===== src/design/rv_isa_pkg.sv =====
package rv_isa_pkg;

    // ====================
    // Opcodes
    // ====================
    localparam logic [6:0] opcode_op     = 7'b0110011;
    localparam logic [6:0] opcode_op_imm = 7'b0010011;
    localparam logic [6:0] opcode_load   = 7'b0000011;
    localparam logic [6:0] opcode_store  = 7'b0100011;

    // ====================
    // Function fields
    // ====================
    localparam logic [2:0] funct3_add   = 3'b000;
    localparam logic [2:0] funct3_slt   = 3'b010;
    localparam logic [2:0] funct3_xor   = 3'b100;
    localparam logic [2:0] funct3_or    = 3'b110;
    localparam logic [2:0] funct3_and   = 3'b111;
    localparam logic [2:0] funct3_lw_sw = 3'b010;

    // Only funct7 value that changes an operation here
    localparam logic [6:0] funct7_sub = 7'b0100000;

    // ALU operations
    typedef enum logic [2:0] {
        alu_add,
        alu_sub,
        alu_and,
        alu_or,
        alu_xor,
        alu_slt
    } alu_op_t;

    // addi x0, x0, 0
    localparam logic [31:0] instr_nop = 32'h0000_0013;

endpackage


===== src/design/pipe_pkg.sv =====
package pipe_pkg;

    import rv_isa_pkg::*;

    // ====================
    // Sizes
    // ====================
    localparam int xlen            = 32;
    localparam int reg_addr_w      = 5;
    localparam int imem_words_log2 = 8;
    localparam int dmem_words_log2 = 8;

    // Operand source in execute
    typedef enum logic [1:0] {
        fwd_none,
        fwd_mem,
        fwd_wb
    } fwd_sel_t;

    // ====================
    // Stage payloads
    // ====================
    typedef struct packed {
        logic    reg_write;
        logic    mem_read;
        logic    mem_write;
        logic    alu_use_imm;
        alu_op_t alu_op;
    } ctrl_t;

    typedef struct packed {
        ctrl_t                 ctrl;
        logic [reg_addr_w-1:0] rs1;
        logic [reg_addr_w-1:0] rs2;
        logic [reg_addr_w-1:0] rd;
        logic [xlen-1:0]       rs1_data;
        logic [xlen-1:0]       rs2_data;
        logic [xlen-1:0]       imm;
    } id_ex_t;

    typedef struct packed {
        logic                  reg_write;
        logic                  mem_read;
        logic                  mem_write;
        logic [reg_addr_w-1:0] rd;
        logic [xlen-1:0]       alu_result;
        logic [xlen-1:0]       store_data;
    } ex_mem_t;

    typedef struct packed {
        logic                  reg_write;
        logic [reg_addr_w-1:0] rd;
        logic [xlen-1:0]       result;
    } mem_wb_t;

endpackage


===== src/design/hazard_unit.sv =====
`timescale 1ns/1ns

module hazard_unit
    import pipe_pkg::*;
(
    input  logic [reg_addr_w-1:0] id_rs1,
    input  logic [reg_addr_w-1:0] id_rs2,
    input  logic                  id_uses_rs2,
    input  logic                  ex_valid,
    input  id_ex_t                ex,
    input  logic                  mem_valid,
    input  ex_mem_t               mem,
    input  logic                  wb_valid,
    input  mem_wb_t               wb,
    output fwd_sel_t              fwd_a,
    output fwd_sel_t              fwd_b,
    output logic                  load_stall
);

    logic mem_fwd_ok;
    logic wb_fwd_ok;

    assign mem_fwd_ok = mem_valid && mem.reg_write && mem.rd != '0;
    assign wb_fwd_ok  = wb_valid && wb.reg_write && wb.rd != '0;

    // Younger result wins
    function automatic fwd_sel_t fwd_pick(logic [reg_addr_w-1:0] rs, logic mem_ok,
                                          logic [reg_addr_w-1:0] mem_rd, logic wb_ok,
                                          logic [reg_addr_w-1:0] wb_rd);
        if (mem_ok && mem_rd == rs) return fwd_mem;
        if (wb_ok && wb_rd == rs) return fwd_wb;
        return fwd_none;
    endfunction

    assign fwd_a = fwd_pick(ex.rs1, mem_fwd_ok, mem.rd, wb_fwd_ok, wb.rd);
    assign fwd_b = fwd_pick(ex.rs2, mem_fwd_ok, mem.rd, wb_fwd_ok, wb.rd);

    // Load result not ready until writeback
    assign load_stall = ex_valid && ex.ctrl.mem_read && ex.ctrl.reg_write &&
                        (ex.rd == id_rs1 || (id_uses_rs2 && ex.rd == id_rs2));

    // The stall must keep load data off the memory-stage bypass
    // Only operands that a valid instruction actually uses count here
    always_comb begin
        if (ex_valid && (fwd_a == fwd_mem ||
                (fwd_b == fwd_mem && (!ex.ctrl.alu_use_imm || ex.ctrl.mem_write)))) begin
            a_no_load_fwd: assert final (!mem.mem_read)
                else $error("hazard_unit: load forwarded from memory stage");
        end
    end

endmodule


===== config.mk =====
export PLATFORM = sky130hd
export DESIGN_NAME = hazard_unit
export DESIGN_NICKNAME = d
export VERILOG_FILES = /design/src/design/rv_isa_pkg.sv /design/src/design/pipe_pkg.sv /design/src/design/hazard_unit.sv
export SDC_FILE = /design/constraint.sdc
export NUM_CORES = 1
export LEC_CHECK = 0
export BUFFER_PORTS_ARGS = -buffer_cell sky130_fd_sc_hd__clkbuf_2
export CAP_MARGIN = 20
export CORE_AREA = 2 2 97 99
export DETAILED_ROUTE_END_ITERATION = 7
export DIE_AREA = 0 0 99 101
export SYNTH_ARGS = -nofsm -noshare
export SYNTH_HDL_FRONTEND = slang
export SYNTH_SLANG_ARGS = --single-unit
export TNS_END_PERCENT = 20

===== constraint.sdc =====
create_clock -name vclk -period 2.75
set_input_delay 0.275 -clock vclk [all_inputs]
set_output_delay 0.275 -clock vclk [all_outputs]
set_load 0.005 [all_outputs]

# Word-level counts from Yosys, hierarchy flattened
# Cells that the tools add are included.
[word_totals]
input_bits = 242
word_cells = 35
reg_bits = 0
[op_classes]
mux = 14
eq_ne = 6
reduce_logical = 15
[op_table]
columns = ["cell", "count"]
rows = [
  ["$eq A5 B5 Y1", 6],
  ["$mux W2", 8],
  ["$logic_and A1 B1 Y1", 12],
  ["$reduce_bool A5 Y1", 2],
  ["$mux W1", 6],
  ["$logic_or A1 B1 Y1", 1],
]

# Logic depth before layout (Yosys ltp)
[depth]
ltp_word = 7
mapped_depth = 4

# Least setup slack after synthesis
# No wires, ideal clock.
[synth_timing]
kind = "input -> output"
startpoint = "in mem[65] (netlist bit)"
endpoint = "out fwd_a[1]"
required_time_ns = 2.475
cell_stages = 4
t_arrival_ns = 1.275
path_buffers = 0
setup_slack_ns = 1.200
path_cell_list = "or4_1 o211ai_2 nor4_1 nor3_1"
[synth_between]
elab_chain_len = 5
elab_cells_between_ends = 6
cone_classes = "eq/ne: 1; mux: 2; reduce/logical: 3"
[synth_rtl]
columns = ["element", "line_no", "text"]
rows = [
  ["start: declaration", "hazard_unit.sv:12", "input ex_mem_t mem,"],
  ["$reduce_bool A5 Y1", "hazard_unit.sv:23", "assign mem_fwd_ok = mem_valid && mem.reg_write && mem.rd != '0;"],
  ["$logic_and A1 B1 Y1", "hazard_unit.sv:23", ""],
  ["$logic_and A1 B1 Y1 (*)", "hazard_unit.sv:30", "if (mem_ok && mem_rd == rs) return fwd_mem;"],
  ["$mux W1 (*)", "hazard_unit.sv:30", ""],
  ["$mux W2 (*)", "hazard_unit.sv:31", "if (wb_ok && wb_rd == rs) return fwd_wb;"],
  ["end: declaration", "hazard_unit.sv:15", "output fwd_sel_t fwd_a,"],
]
# Mark *: on every way between the ends. The rest lies on a longest branch, timed or not.

# Final worst setup path
# Same ends and word-level chain as after synthesis.

==> impl_metrics.ini <==
[synthesis]
ys_seq_area_frac = 0
synth_area_leaders = xnor2_1 34%, xor2_1 34%, nand3_1 7.9%, nor3_1 5.2%, nor4_1 4.9%
synthCells = 49
synthDominantCellAreaShare = 0.344
yosys.cell_types.count = 10
syn_area_um2 = 382
ys_warn_count = 0
syn_avg_cell_area_um2 = 7.79
yosysTopAreaCell = xnor2_1
synthesis.nets = 291

[timing]
period_share = 0.679
slew_headroom = 0.697
fin_setup_tns_ns = 0
setup_viol = 0
fmax_ghz = 0.536
finalCriticalPeriod_ns = 1.87
rsz0062_at_grt = no
hold_viol_final = 0
worst_pin_slew_ns = 0.451
finalMaxSlewViolations = 0

[worst_setup_path]
arrival_ns = 1.59
cp-end-kind = primary output
path_cells = clkbuf_2 > or4_1 > o211ai_2 > nor4_1 > nor3_1 > clkbuf_2
crit_top_cell = clkbuf_2
cp_data_required_time_ns = 2.48
critPathKind = input pin to primary output
worst-path-max-fanout = 3
cpPeakStageDelay_ns = 0.54
crit_slowest_cell = or4_1
path_buf_inv = 2
startpoint_type = input pin
crit_family = simple AND/OR/NAND/NOR gates
crit_cells = 6

[flow_run]
drv_cap = 0

[layout]
syn_to_final_growth_pct = 99.3
drive_above_1_share = 0.505
diodes = 0
nFlopsAndLatches = 0
finalNetCount = 341
clkbuf_count = 0
n_fill_cell = 1045
regArea_um2 = 0

[global_route]
grt_start_max_net_pins = 4
grt_use_total = 0.0333
antenna_found_initial = 0
grt_overflow = 0
grt_pass1_wl_mm = 2.65
grt_pass1_vias = 519

[routing]
dr.pass1.iters = 2
wl_per_cell_um = 8.77
viasPerCell = 2.60
drt-initial-drc-count = 1
drc_errors = 0
vias = 540
ant_nets = 0
routed_wl_mm = 1.83

[power_and_ir_drop]
leakage_nw = 0.314
finalPower_w = 0.0000906
p_sw_frac = 0.460
switching_power_w = 0.0000417
p_comb_frac = 1.000
p_per_area_mw_per_mm2 = 119
max-vdd-ir-drop_mv = 0.0401
power_frac_clock = 0
internal_power_w = 0.0000489
power_frac_seq = 0

[placement]
gp_congestion = 0.766
port_buffers = 48

[die]
fp.dieW_um = 99
initial_core_util = 0.0425
coreArea_mm2 = 0.00898
num_rows = 35
boundaryPins = 247
dieArea_mm2 = 0.0100
die_h_um = 101

[min_path]
hold_depth = 4
min_path_type = input pin to primary output

[clock_tree]
post_cts_buffers = 0
cts_resized = 0
cts_hold_buf = 0

[status]
outcome = completed
## power by group through the flow
stage	combinational (W)	clock (W)	sequential [W]
6_report	0.0000906	0	0
5_1_grt	0.000100	0	0
3_3_place_gp	0.0000906	0	0
2_1_floorplan	0.0000396	0	0
3_5_place_dp	0.0000922	0	0
4_1_cts	0.0000927	0	0
## cell type report
cell class / count / area, µm² / share of cell area
multi-input cells: 49 / 382 / 0.502
repair buffers: 48 / 240 / 0.316
well taps: 111 / 139 / 0.183
## cell families after synthesis
group           count (synthesis)  synth area share
compound gates                  3            0.0754
xor+xnor                       30             0.689
simple gates                   16             0.236
## worst paths after layout
| kind | startpoint | end | slack [ns] |
|---|---|---|---|
| max | mem[65] | fwd_a[1] | 0.88 |
| min | id_uses_rs2 | load_stall | 0.89 |
## cell usage after synthesis (all sizes together)
library cell and n:
nor4 3, o41ai 1, nor3 4, o211ai 2, xor2 15, nand3 6, nand4 1, or4 2
xnor2 15
## cells in the final DEF, fill, tap and decap left out, drive strengths merged
cell type  count
xnor2         15
nand4          1
xor2          15
nand3          6
o211ai         2
o41ai          1
nor4           3
or4            2
nor3           4
clkbuf        48
## metal layers
metal | part of all wire | global-route usage | vias to the layer above
li1 | - | - | 272
met1 | 0.39 | 0.0397 | 239
met2 | 0.54 | 0.0691 | 29
met3 | 0.068 | 0.00139 | 0
met4 | 0 | 0 | 0
met5 | 0 | 0 | -
## stage by stage
step                      hold WS [ns]  std cells  cell area, µm²    util  setup slack, ns
after floorplan                  0.657         49             382       -             1.20
after global routing             0.931        208             761  0.0847            0.758
after global placement           0.913        208             761  0.0847            0.878
after CTS                        0.915        208             761  0.0847            0.856
after detailed placement         0.913        208             761  0.0847            0.860
final                            0.887        208             761  0.0847            0.883
Note: power is estimated with default switching activity, not from simulation.
