`config.mk`:
```
export PLATFORM = sky130hd
export DESIGN_NAME = execute_stage
export DESIGN_NICKNAME = d
export VERILOG_FILES = /design/src/design/rv_isa_pkg.sv /design/src/design/pipe_pkg.sv /design/src/design/execute_stage.sv
export SDC_FILE = /design/constraint.sdc
export NUM_CORES = 1
export LEC_CHECK = 0
export BUFFER_PORTS_ARGS = -buffer_cell sky130_fd_sc_hd__buf_4
export CORE_MARGIN = 2
export CORE_UTILIZATION = 42
export DETAILED_ROUTE_END_ITERATION = 8
export PLACE_DENSITY = 0.7
export SLEW_MARGIN = 20
export SYNTH_ARGS = -nofsm -noshare
export SYNTH_HDL_FRONTEND = slang
export SYNTH_SLANG_ARGS = --single-unit
```
`constraint.sdc`:
```
create_clock -name vclk -period 15.1
set_input_delay 3.775 -clock vclk [all_inputs]
set_output_delay 3.775 -clock vclk [all_outputs]
set_load 0.02 [all_outputs]
```
`src/design/rv_isa_pkg.sv`:
```
package rv_isa_pkg;

    // ====================
    // Opcodes
    // ====================
    localparam logic [6:0] opcode_op     = 7'b0110011;
    localparam logic [6:0] opcode_op_imm = 7'b0010011;
    localparam logic [6:0] opcode_load   = 7'b0000011;
    localparam logic [6:0] opcode_store  = 7'b0100011;

    // ====================
    // Function fields
    // ====================
    localparam logic [2:0] funct3_add   = 3'b000;
    localparam logic [2:0] funct3_slt   = 3'b010;
    localparam logic [2:0] funct3_xor   = 3'b100;
    localparam logic [2:0] funct3_or    = 3'b110;
    localparam logic [2:0] funct3_and   = 3'b111;
    localparam logic [2:0] funct3_lw_sw = 3'b010;

    // Only funct7 value that changes an operation here
    localparam logic [6:0] funct7_sub = 7'b0100000;

    // ALU operations
    typedef enum logic [2:0] {
        alu_add,
        alu_sub,
        alu_and,
        alu_or,
        alu_xor,
        alu_slt
    } alu_op_t;

    // addi x0, x0, 0
    localparam logic [31:0] instr_nop = 32'h0000_0013;

endpackage

```
`src/design/pipe_pkg.sv`:
```
package pipe_pkg;

    import rv_isa_pkg::*;

    // ====================
    // Sizes
    // ====================
    localparam int xlen            = 32;
    localparam int reg_addr_w      = 5;
    localparam int imem_words_log2 = 8;
    localparam int dmem_words_log2 = 8;

    // Operand source in execute
    typedef enum logic [1:0] {
        fwd_none,
        fwd_mem,
        fwd_wb
    } fwd_sel_t;

    // ====================
    // Stage payloads
    // ====================
    typedef struct packed {
        logic    reg_write;
        logic    mem_read;
        logic    mem_write;
        logic    alu_use_imm;
        alu_op_t alu_op;
    } ctrl_t;

    typedef struct packed {
        ctrl_t                 ctrl;
        logic [reg_addr_w-1:0] rs1;
        logic [reg_addr_w-1:0] rs2;
        logic [reg_addr_w-1:0] rd;
        logic [xlen-1:0]       rs1_data;
        logic [xlen-1:0]       rs2_data;
        logic [xlen-1:0]       imm;
    } id_ex_t;

    typedef struct packed {
        logic                  reg_write;
        logic                  mem_read;
        logic                  mem_write;
        logic [reg_addr_w-1:0] rd;
        logic [xlen-1:0]       alu_result;
        logic [xlen-1:0]       store_data;
    } ex_mem_t;

    typedef struct packed {
        logic                  reg_write;
        logic [reg_addr_w-1:0] rd;
        logic [xlen-1:0]       result;
    } mem_wb_t;

endpackage

```
`src/design/execute_stage.sv`:
```
`timescale 1ns/1ns

module execute_stage
    import rv_isa_pkg::*, pipe_pkg::*;
(
    input  id_ex_t          in,
    input  fwd_sel_t        fwd_a,
    input  fwd_sel_t        fwd_b,
    input  logic [xlen-1:0] mem_bypass,
    input  mem_wb_t         wb_bypass,
    output ex_mem_t         out
);

    logic [xlen-1:0] op_a;
    logic [xlen-1:0] rs2_val;
    logic [xlen-1:0] op_b;
    logic [xlen-1:0] result;

    function automatic logic [xlen-1:0] pick(fwd_sel_t sel, logic [xlen-1:0] reg_val,
                                             logic [xlen-1:0] mem_val,
                                             logic [xlen-1:0] wb_val);
        case (sel)
            fwd_mem: return mem_val;
            fwd_wb:  return wb_val;
            default: return reg_val;
        endcase
    endfunction

    // Forwarding muxes
    assign op_a    = pick(fwd_a, in.rs1_data, mem_bypass, wb_bypass.result);
    assign rs2_val = pick(fwd_b, in.rs2_data, mem_bypass, wb_bypass.result);
    assign op_b    = in.ctrl.alu_use_imm ? in.imm : rs2_val;

    // ALU
    always_comb begin
        case (in.ctrl.alu_op)
            alu_sub: result = op_a - op_b;
            alu_and: result = op_a & op_b;
            alu_or:  result = op_a | op_b;
            alu_xor: result = op_a ^ op_b;
            alu_slt: result = {{(xlen-1){1'b0}}, $signed(op_a) < $signed(op_b)};
            default: result = op_a + op_b;
        endcase
    end

    assign out.reg_write  = in.ctrl.reg_write;
    assign out.mem_read   = in.ctrl.mem_read;
    assign out.mem_write  = in.ctrl.mem_write;
    assign out.rd         = in.rd;
    assign out.alu_result = result;
    // Store data takes the forwarded rs2
    assign out.store_data = rs2_val;

endmodule

```
=== Yosys cells after proc, flatten, opt, wreduce, memory -nomap -nowiden ===
Index checks and enable logic that the tools add are counted.

* $lt $le $gt $ge: 1
* Muxes and demuxes: 4
* Add/subtract/negate cells: 2
* Bitwise operators: 3
* Eq/ne operators: 9

{| class="wikitable"
|+ Operators by type and width
! kind !! count
|-
| $pmux W32 S5 || 1
|-
| $pmux W32 S2 || 2
|-
| $add A32 B32 Y32 || 1
|-
| $and A32 B32 Y32 || 1
|-
| $lt A32 B32 Y1 || 1
|-
| $mux W32 || 1
|-
| $or A32 B32 Y32 || 1
|-
| $sub A32 B32 Y32 || 1
|-
| $xor A32 B32 Y32 || 1
|-
| $eq A3 B2 Y1 const B || 2
|-
| $eq A3 B3 Y1 const B || 2
|-
| $eq A2 B1 Y1 const B || 2
|-
| $eq A2 B2 Y1 const B || 2
|-
| $eq A3 B1 Y1 const B || 1
|}

* Input port bits: 192
* Logic and storage cells: 19
* Bits in registers: 0
* Output and inout port bits: 72

=== Longest topological paths before layout ===
Gate-level depths: netlist of run 1.

* Depth in word-level cells: 5
* Depth in mapped cells: 19
* Depth with buffers taken out: 18

=== Worst setup path before layout of run 1 ===
Ideal clock, no wire load.

* Path kind: in2out
* Start: in fwd_b[0]
* End: out out[62] (netlist name)
* Path slack: 3.544 ns
* Path buffers: 2
* Required time: 11.325 ns
* Arrival: 7.781 ns
* Stages on the path: 18
* Cells stage by stage: inv_1 > ha_1 > clkbuf_1 > buf_1 > a21oi_1 > o21ai_0 > ha_1 > inv_1 > fa_1 > nand2b_1 > a21o_1 > a31o_2 > o31ai_1 > a21oi_1 > a211oi_1 > a311o_1 > mux2i_1 > nor3_1

{| class="wikitable"
|+ RTL lines
! item !! line !! RTL
|-
| from (decl) || execute_stage.sv:8 || <nowiki>input fwd_sel_t fwd_b,</nowiki>
|-
| to (decl) || execute_stage.sv:11 || <nowiki>output ex_mem_t out</nowiki>
|}

==> results by group, run 1 <==
Job
  • Max Cap Viol: 0

Setup path
  • Worst EP required: 11320 ps
  • Worst Path Max Fanout: 64
  • Worst Setup Start Kind: input port
  • WS Path Type: input port to primary output
  • Critical path arrival: 8820 ps
  • Worst setup EP type: primary output

Final layout
  • Multi-input gate area: 6290 sq um
  • Layout fillers: 1794
  • Synth-to-layout area growth: 23.2%
  • ANT cells: 0
  • Final Net Count: 1671
  • Seq cells: 0
  • Finished Layout Cells: 1595
  • Sequential cell area: 0 sq um
  • Clock buffer count: 0
  • Layout cell share with drive strength beyond 1: 19.3%

Drt
  • M1 WL: 12.8 mm
  • Starting DRT DRC Count: 1072
  • Metal2 WL: 12.9 mm
  • Drt drc: 0
  • Via/cell ratio: 6.10
  • Detail Route Antenna Nets: 0
  • Drt total wl: 30.0 mm
  • Wire per inst: 18.8 um
  • Routed vias: 9722
  • Met3 WL post-DR: 2.99 mm
  • DR pass1 iterations: 6
  • Top layer in use: met4

GRT
  • Largest net degree at the start of global routing: 83
  • Initial antenna violation count: 0
  • GRT Total Usage: 31.3%
  • Grt total ovfl: 0
  • First-pass GRT wire length: 46.3 mm
  • Vias in the first global route: 8881

Synth
  • Yosys top cell area share: 17.3%
  • Syn Std Cell Area: 7230 sq um
  • Syn Inst Count: 1230
  • Area leader, netlist: ha_1
  • Top-count cell post-synth: nand2_1
  • Syn Area/Cell: 5.88 sq um
  • Post-synth top cells: 147 x nand2_1, 133 x a21oi_1, 132 x inv_1
  • Post-synth net total: 1524
  • Synth warn: 0
  • Sequential share of the synthesized area: 0%
  • Top cells by area, synth: ha_1 17%, a21oi_1 9.2%, o21ai_0 8.9%
  • Post-synthesis cell type count: 73

Hold path
  • Hold crit path type: input port to primary output
  • Hold path depth: 0

Placed design
  • Input/output buffers: 232
  • Dpl cells: 1595
  • Post-DP HPWL: 23.9 mm
  • Gpl congestion: 0.947

Clocking
  • CTS Hold Bufs: 0
  • Post-CTS Resized: 0
  • Post-CTS Setup Bufs: 0

Floorplan
  • Die area: 18300 sq um
  • Die Width: 135 um
  • Initial Util: 43.3%
  • Boundary Pins: 264
  • # rows: 47
  • Core area: 16700 sq um
  • Die Ht: 135 um

STA
  • RSZ-0062 raised after global routing: false
  • Final period demand of the worst path: 12590 ps
  • Slew Viols, Final: 0
  • Final critical-path share of the clock period: 83.4%
  • Setup Total Neg Slack: 0 ps
  • Actual slew at the worst max-slew pin: 849 ps
  • Fin. Hold Viols: 0
  • Final setup vio count: 0
  • Achievable clock frequency: 0.0794 GHz
  • Slew margin rel.: 43.1%

Power and ir drop
  • Maximum VDD drop: 0.0420 mV
  • Power Dens Cells: 64.9 nW/um^2
  • Pleak: 4.27 nW

Run status
  • Outcome: finished, final reports clean
cell usage in the layout, fill, tap and decap left out, drive strengths merged, types with 4 or more instances in the layout:
cell,instances
buf,243
nand2,147
o21ai,141
inv,136
a21oi,134
nor2,113
ha,100
a22oi,73
nor3,29
a211oi,21
o211ai,18
nand3,17
o22ai,17
xnor2,16
nor2b,14
nand2b,11
o31ai,11
a31oi,9
a21o,9
o21bai,9
o21a,8
or2,7
o221ai,6
a211o,6
nor4,6
and3,5
a221oi,5
a2111oi,4
nand4,4
a221o,4
a32oi,4
or3,4
a311oi,4
critical path, stage by stage:
cell      delay, ps
buf_4           110
ha_2            310
buf_4           510
a21oi_1         190
o21ai_0         600
ha_1            300
inv_1            70
fa_1            450
nor2b_1         170
o211ai_1        320
nand3_1         190
a21oi_2         250
o22ai_1         130
o41ai_1         470
o21ai_0         230
mux2_1          360
a22oi_1         180
buf_4           180
final timing paths:
| kind | from | to | slack, ps |
|---|---|---|---|
| max | fwd_b[1] | out[50] | 2510 |
| min | in[115] | out[69] | 7550 |
metrics by stage:
| stage | setup WS (ps) | utilization (%) | cell area (sq um) | power, mW | hold WS [ps] |
|---|---|---|---|---|---|
| floorplan | 3540 | - | 7230 | 0.389 | 7660 |
| global placement | 2520 | 53.3 | 8910 | 0.558 | 7550 |
| detailed placement | 2530 | 53.3 | 8910 | 0.565 | 7550 |
| CTS | 2510 | 53.3 | 8910 | 0.567 | 7550 |
| global route | 2130 | 53.3 | 8910 | 0.633 | 7550 |
| finish | 2510 | 53.3 | 8910 | 0.578 | 7550 |
kinds of logic after synthesis:
| kind of cell | share of synthesized area (%) |
|---|---|
| AO/OA/AOI/OAI | 43.9 |
| AND/OR/NAND/NOR | 22.5 |
| buffers and inverters | 13.1 |
| adder cells (fa/ha/maj) | 17.9 |
| XOR/XNOR | 2.06 |
| multiplexers | 0.571 |
final cells by class:
class | count | share of cell area, %
inverters | 138 | 5.82
multi-input cells | 994 | 70.6
well taps | 220 | 3.09
repair buffers | 243 | 20.5
power breakdown:
group | leakage (nW) | total [mW] | switching, mW | internal (mW)
Combinational | 4.27 | 0.578 | 0.357 | 0.221
Sequential | 0 | 0 | 0 | 0
Clock | 0 | 0 | 0 | 0
Total | 4.27 | 0.578 | 0.357 | 0.221
per-layer routing:
layer | vias up | GRT usage (%)
met2 | 548 | 49.4
met3 | 77 | 3.59
met4 | 0 | 10.7
li1 | 4652 | -
met1 | 4445 | 44.1
met5 | - | 0
No activity file was read; power rests on OpenSTA's default activity.
==> run 2, diff against run 1 <==
- PLACE_DENSITY: 0.7 -> 0.72
- clock period: 15.1 -> 10.9 ns (I/O delays scaled with it)
==> run 2 against run 1 <==
Compared with the run above: critical path depth fell by 1; via count fell by 1.4%; power rose by 38%; cell count barely moved; sequential share of layout area did not move; worst setup slack got worse by 2000 ps; global-route usage fell by 0.30 points; design area barely moved; clock-buffer cell count did not move; flip-flop and latch count did not move; critical endpoint unchanged; highest routed layer unchanged.
==> results by group, run 2 (same netlist as run 1, synthesis figures left out) <==
Run status
  • Outcome: finished, final reports clean

Drt
  • Starting DRT DRC Count: 966
  • Routed vias: 9584
  • DR pass1 iterations: 5
  • Detail Route Antenna Nets: 0
  • Via/cell ratio: 6.01
  • Drt drc: 0
  • Drt total wl: 29.8 mm
  • Wire per inst: 18.7 um

Setup path
  • Largest stage delay on the critical path: 600 ps
  • Slowest-stage cell, CP: o21ai_0
  • CP bufs+invs: 3
  • Critical path arrival: 7640 ps
  • Worst Path Max Fanout: 21
  • Crit path cell chain: buf_4 > ha_2 > a21oi_1 > o21ai_0 > ha_1 > inv_1 > fa_1 > nor2b_1 > o211ai_1 > nand3_1 > a21oi_2 > o22ai_1 > o41ai_1 > o21ai_0 > mux2_1 > a22oi_1 > buf_4
  • Worst Setup Start Kind: input port
  • WS Path Type: input port to primary output
  • Worst EP required: 8180 ps
  • Worst setup EP type: primary output
  • Critical path's top delay family: compound AO/OA/AOI/OAI gates

Final layout
  • Seq cells: 0
  • Finished Cell Area: 8910 sq um
  • ANT cells: 0
  • Multi-input gate area: 6290 sq um
  • Final Net Count: 1672
  • Clock buffer count: 0
  • Layout fillers: 1789
  • Sequential cell area: 0 sq um
  • Most frequent cells in the layout: 244 x buf_4, 147 x nand2_1, 133 x a21oi_1
  • Fin util: 53.4%
  • Commonest non-fill, non-tap cell in the layout: buf_4
  • Layout cell share with drive strength beyond 1: 19.3%
  • Synth-to-layout area growth: 23.2%

STA
  • Setup Total Neg Slack: 0 ps
  • Worst Slack Setup Final: 539 ps
  • Fin. Hold Viols: 0
  • Final critical-path share of the clock period: 95.1%
  • Final setup vio count: 0
  • RSZ-0062 raised after global routing: false
  • Final period demand of the worst path: 10360 ps
  • Slew margin rel.: 40.7%
  • Slew Viols, Final: 0
  • Achievable clock frequency: 0.0965 GHz
  • Actual slew at the worst max-slew pin: 888 ps

Floorplan
  • Die Ht: 135 um
  • Die area: 18300 sq um
  • Die Width: 135 um
  • Core area: 16700 sq um
  • Initial Util: 43.3%
  • Boundary Pins: 264
  • # rows: 47

Placed design
  • Gpl congestion: 0.978
  • Post-DP HPWL: 24.0 mm
  • DP Area: 8910 sq um
  • Input/output buffers: 232
  • Place WS: 770 ps

GRT
  • Initial antenna violation count: 0
  • GRT Total Usage: 31.0%
  • Largest net degree at the start of global routing: 72
  • Vias in the first global route: 8704
  • Grt total ovfl: 0
  • First-pass GRT wire length: 45.8 mm

Hold path
  • Hold path endpoint: out[69]
  • Hold path depth: 0
  • Hold_sp: in[115]
  • Hold crit path type: input port to primary output

Job
  • Max Cap Viol: 0

Power and ir drop
  • Pleak: 4.27 nW
  • Maximum VDD drop: 0.0385 mV
  • Power Dens Cells: 89.7 nW/um^2

Clocking
  • Post-CTS Resized: 0
  • CTS Hold Bufs: 0
  • Post-CTS Setup Bufs: 0
-- run 2: area by class of cell --
class | count | share of cell area [%]
repair buffers | 244 | 20.6
multi-input cells | 994 | 70.5
well taps | 220 | 3.09
inverters | 138 | 5.81
-- run 2: worst max path at each step --
stage                         from       to  slack [ps]  cells past startpoint
after floorplan           fwd_b[0]  out[62]        1440                     18
after global placement    fwd_b[0]  out[50]         820                     20
after detailed placement  fwd_b[0]  out[50]         770                     20
after CTS                 fwd_b[1]  out[50]         760                     17
after global routing      fwd_b[0]  out[50]         290                     18
final                     fwd_b[1]  out[50]         540                     17
-- run 2: layer usage --
metal,vias up,GRT usage [%],wire length [um]
li1,4648,-,-
met1,4346,43.6,12600
met2,538,49.3,13100
met3,52,5.42,3330
met4,0,7.12,761
met5,-,0,0
-- run 2: metrics by stage --
step	hold slack, ps	instances	power [mW]
after detailed placement	5450	1596	0.783
after CTS	5450	1596	0.785
after global placement	5450	1596	0.774
after global routing	5450	1596	0.875
after floorplan	5560	1230	0.538
final	5450	1596	0.800
-- run 2: where the power goes --
part | switching (mW) | leakage, nW | internal (mW)
Clock | 0 | 0 | 0
Sequential | 0 | 0 | 0
Combinational | 0.493 | 4.27 | 0.307
Total | 0.493 | 4.27 | 0.307
==> run 3, diff against run 2 <==
- GPL_TIMING_DRIVEN: not set -> 0
==> run 3 against run 2 <==
Compared with the run above: via count up 6.6%; global-route usage increased by 5.8 points; power rose by 6.2%; critical path type unchanged; largest cell class unchanged; largest power group unchanged.
==> results by group, run 3 (same netlist as run 1, synthesis figures left out) <==
Power and ir drop
  • Share of power burned in registers: 0%
  • Combinational share of power: 100.0%
  • Pleak: 4.44 nW
  • Power Dens Cells: 91.4 nW/um^2
  • Maximum VDD drop: 0.0411 mV
  • Clk network pwr share: 0%
  • P_sw: 0.531 mW
  • Sw Ratio: 62.5%
  • Internal: 0.318 mW

GRT
  • Largest net degree at the start of global routing: 11
  • GRT Total Usage: 36.8%
  • Grt total ovfl: 0
  • First-pass GRT wire length: 52.6 mm
  • Vias in the first global route: 9512
  • Initial antenna violation count: 0

Placed design
  • Dpl cells: 1687
  • Input/output buffers: 237
  • Place WS: 123 ps
  • Gpl congestion: 1.01
  • Post-DP HPWL: 30.0 mm

Setup path
  • Worst EP required: 8180 ps
  • Worst Path Max Fanout: 10
  • WS Path Type: input port to primary output
  • Worst Setup Start Kind: input port
  • Worst setup EP type: primary output
  • Critical path arrival: 7760 ps

STA
  • Final critical-path share of the clock period: 96.2%
  • Final period demand of the worst path: 10480 ps
  • Worst Slack Setup Final: 417 ps
  • Actual slew at the worst max-slew pin: 1070 ps
  • RSZ-0062 raised after global routing: false
  • Final hold slack: 5650 ps
  • Slew margin rel.: 28.4%
  • Final setup vio count: 0
  • Slew Viols, Final: 0
  • Setup Total Neg Slack: 0 ps
  • Fin. Hold Viols: 0
  • Achievable clock frequency: 0.0954 GHz

Final layout
  • Sequential cell area: 0 sq um
  • Fin util: 55.6%
  • Most frequent cells in the layout: 248 x buf_4, 147 x nand2_1, 133 x a21oi_1
  • Synth-to-layout area growth: 28.5%
  • Commonest non-fill, non-tap cell in the layout: buf_4
  • ANT cells: 0
  • Finished Layout Cells: 1687
  • Final Net Count: 1763
  • Clock buffer count: 0
  • Seq cells: 0
  • Layout cell share with drive strength beyond 1: 19.2%

Hold path
  • Hold crit path type: input port to primary output
  • Hold path depth: 2

Floorplan
  • Die Width: 135 um
  • Die area: 18300 sq um
  • Core area: 16700 sq um
  • # rows: 47
  • Boundary Pins: 264
  • Die Ht: 135 um
  • Initial Util: 43.3%

Drt
  • DR pass1 iterations: 5
  • Via/cell ratio: 6.05
  • Starting DRT DRC Count: 849
  • Routed vias: 10200
  • Drt drc: 0
  • Drt total wl: 35.3 mm
  • Wire per inst: 20.9 um
  • Detail Route Antenna Nets: 0

Run status
  • Outcome: finished, final reports clean

Job
  • Max Cap Viol: 0

Clocking
  • Post-CTS Setup Bufs: 0
[run 3: power by group through the flow]
stage          Clock [mW]  Combinational, mW  Sequential (mW)
6_report                0              0.849                0
4_1_cts                 0              0.827                0
3_5_place_dp            0              0.823                0
5_1_grt                 0              0.919                0
2_1_floorplan           0              0.538                0
3_3_place_gp            0              0.818                0
[run 3: cell type report]
type                            count  area (sq um)
Timing Repair Buffer              237          1780
Tap cell                          220           275
Inverter                          138           518
Multi-Input combinational cell    994          6290
Buffer                             98           430
Fill cell                        1790          7410
[run 3: routing by layer]
layer / vias up / share of wire, % / global-route usage, %
met5: - / 0 / 0
met4: 0 / 4.8 / 14.6
met3: 102 / 12 / 7.22
met2: 697 / 44 / 58.8
met1: 4584 / 39 / 48.8
li1: 4831 / - / -
[run 3: path summary, 6_finish.rpt]
| path | startpoint | endpoint |
|---|---|---|
| setup / recovery | fwd_b[0] | out[50] |
| hold / removal | in[97] | out[65] |
[run 3: critical path, cell delays in order]
cell and delay [ps]:
buf_4 90, inv_1 40, ha_1 270, clkbuf_1 310, buf_1 460, a21oi_1 180
o21ai_0 470, inv_1 240, fa_1 480, nor2b_1 170, o211ai_1 380, nand3_1 210
a21oi_2 260, o22ai_1 150, o41ai_2 440, o21ai_0 220, mux2_1 340, a22oi_1 150
buf_4 170
[run 3: metrics by stage]
stage               area (sq um)  power [mW]
floorplan                   7230       0.538
global placement            9290       0.818
detailed placement          9290       0.823
CTS                         9290       0.827
global route                9290       0.919
finish                      9290       0.849
[run 3: what timing repair did]
action / CTS / global route
endpoints found under the setup margin: 0 / 1
endpoints found under the hold margin: 0 / 0
resized for setup: 0 / 2
hold buffers: 0 / 0
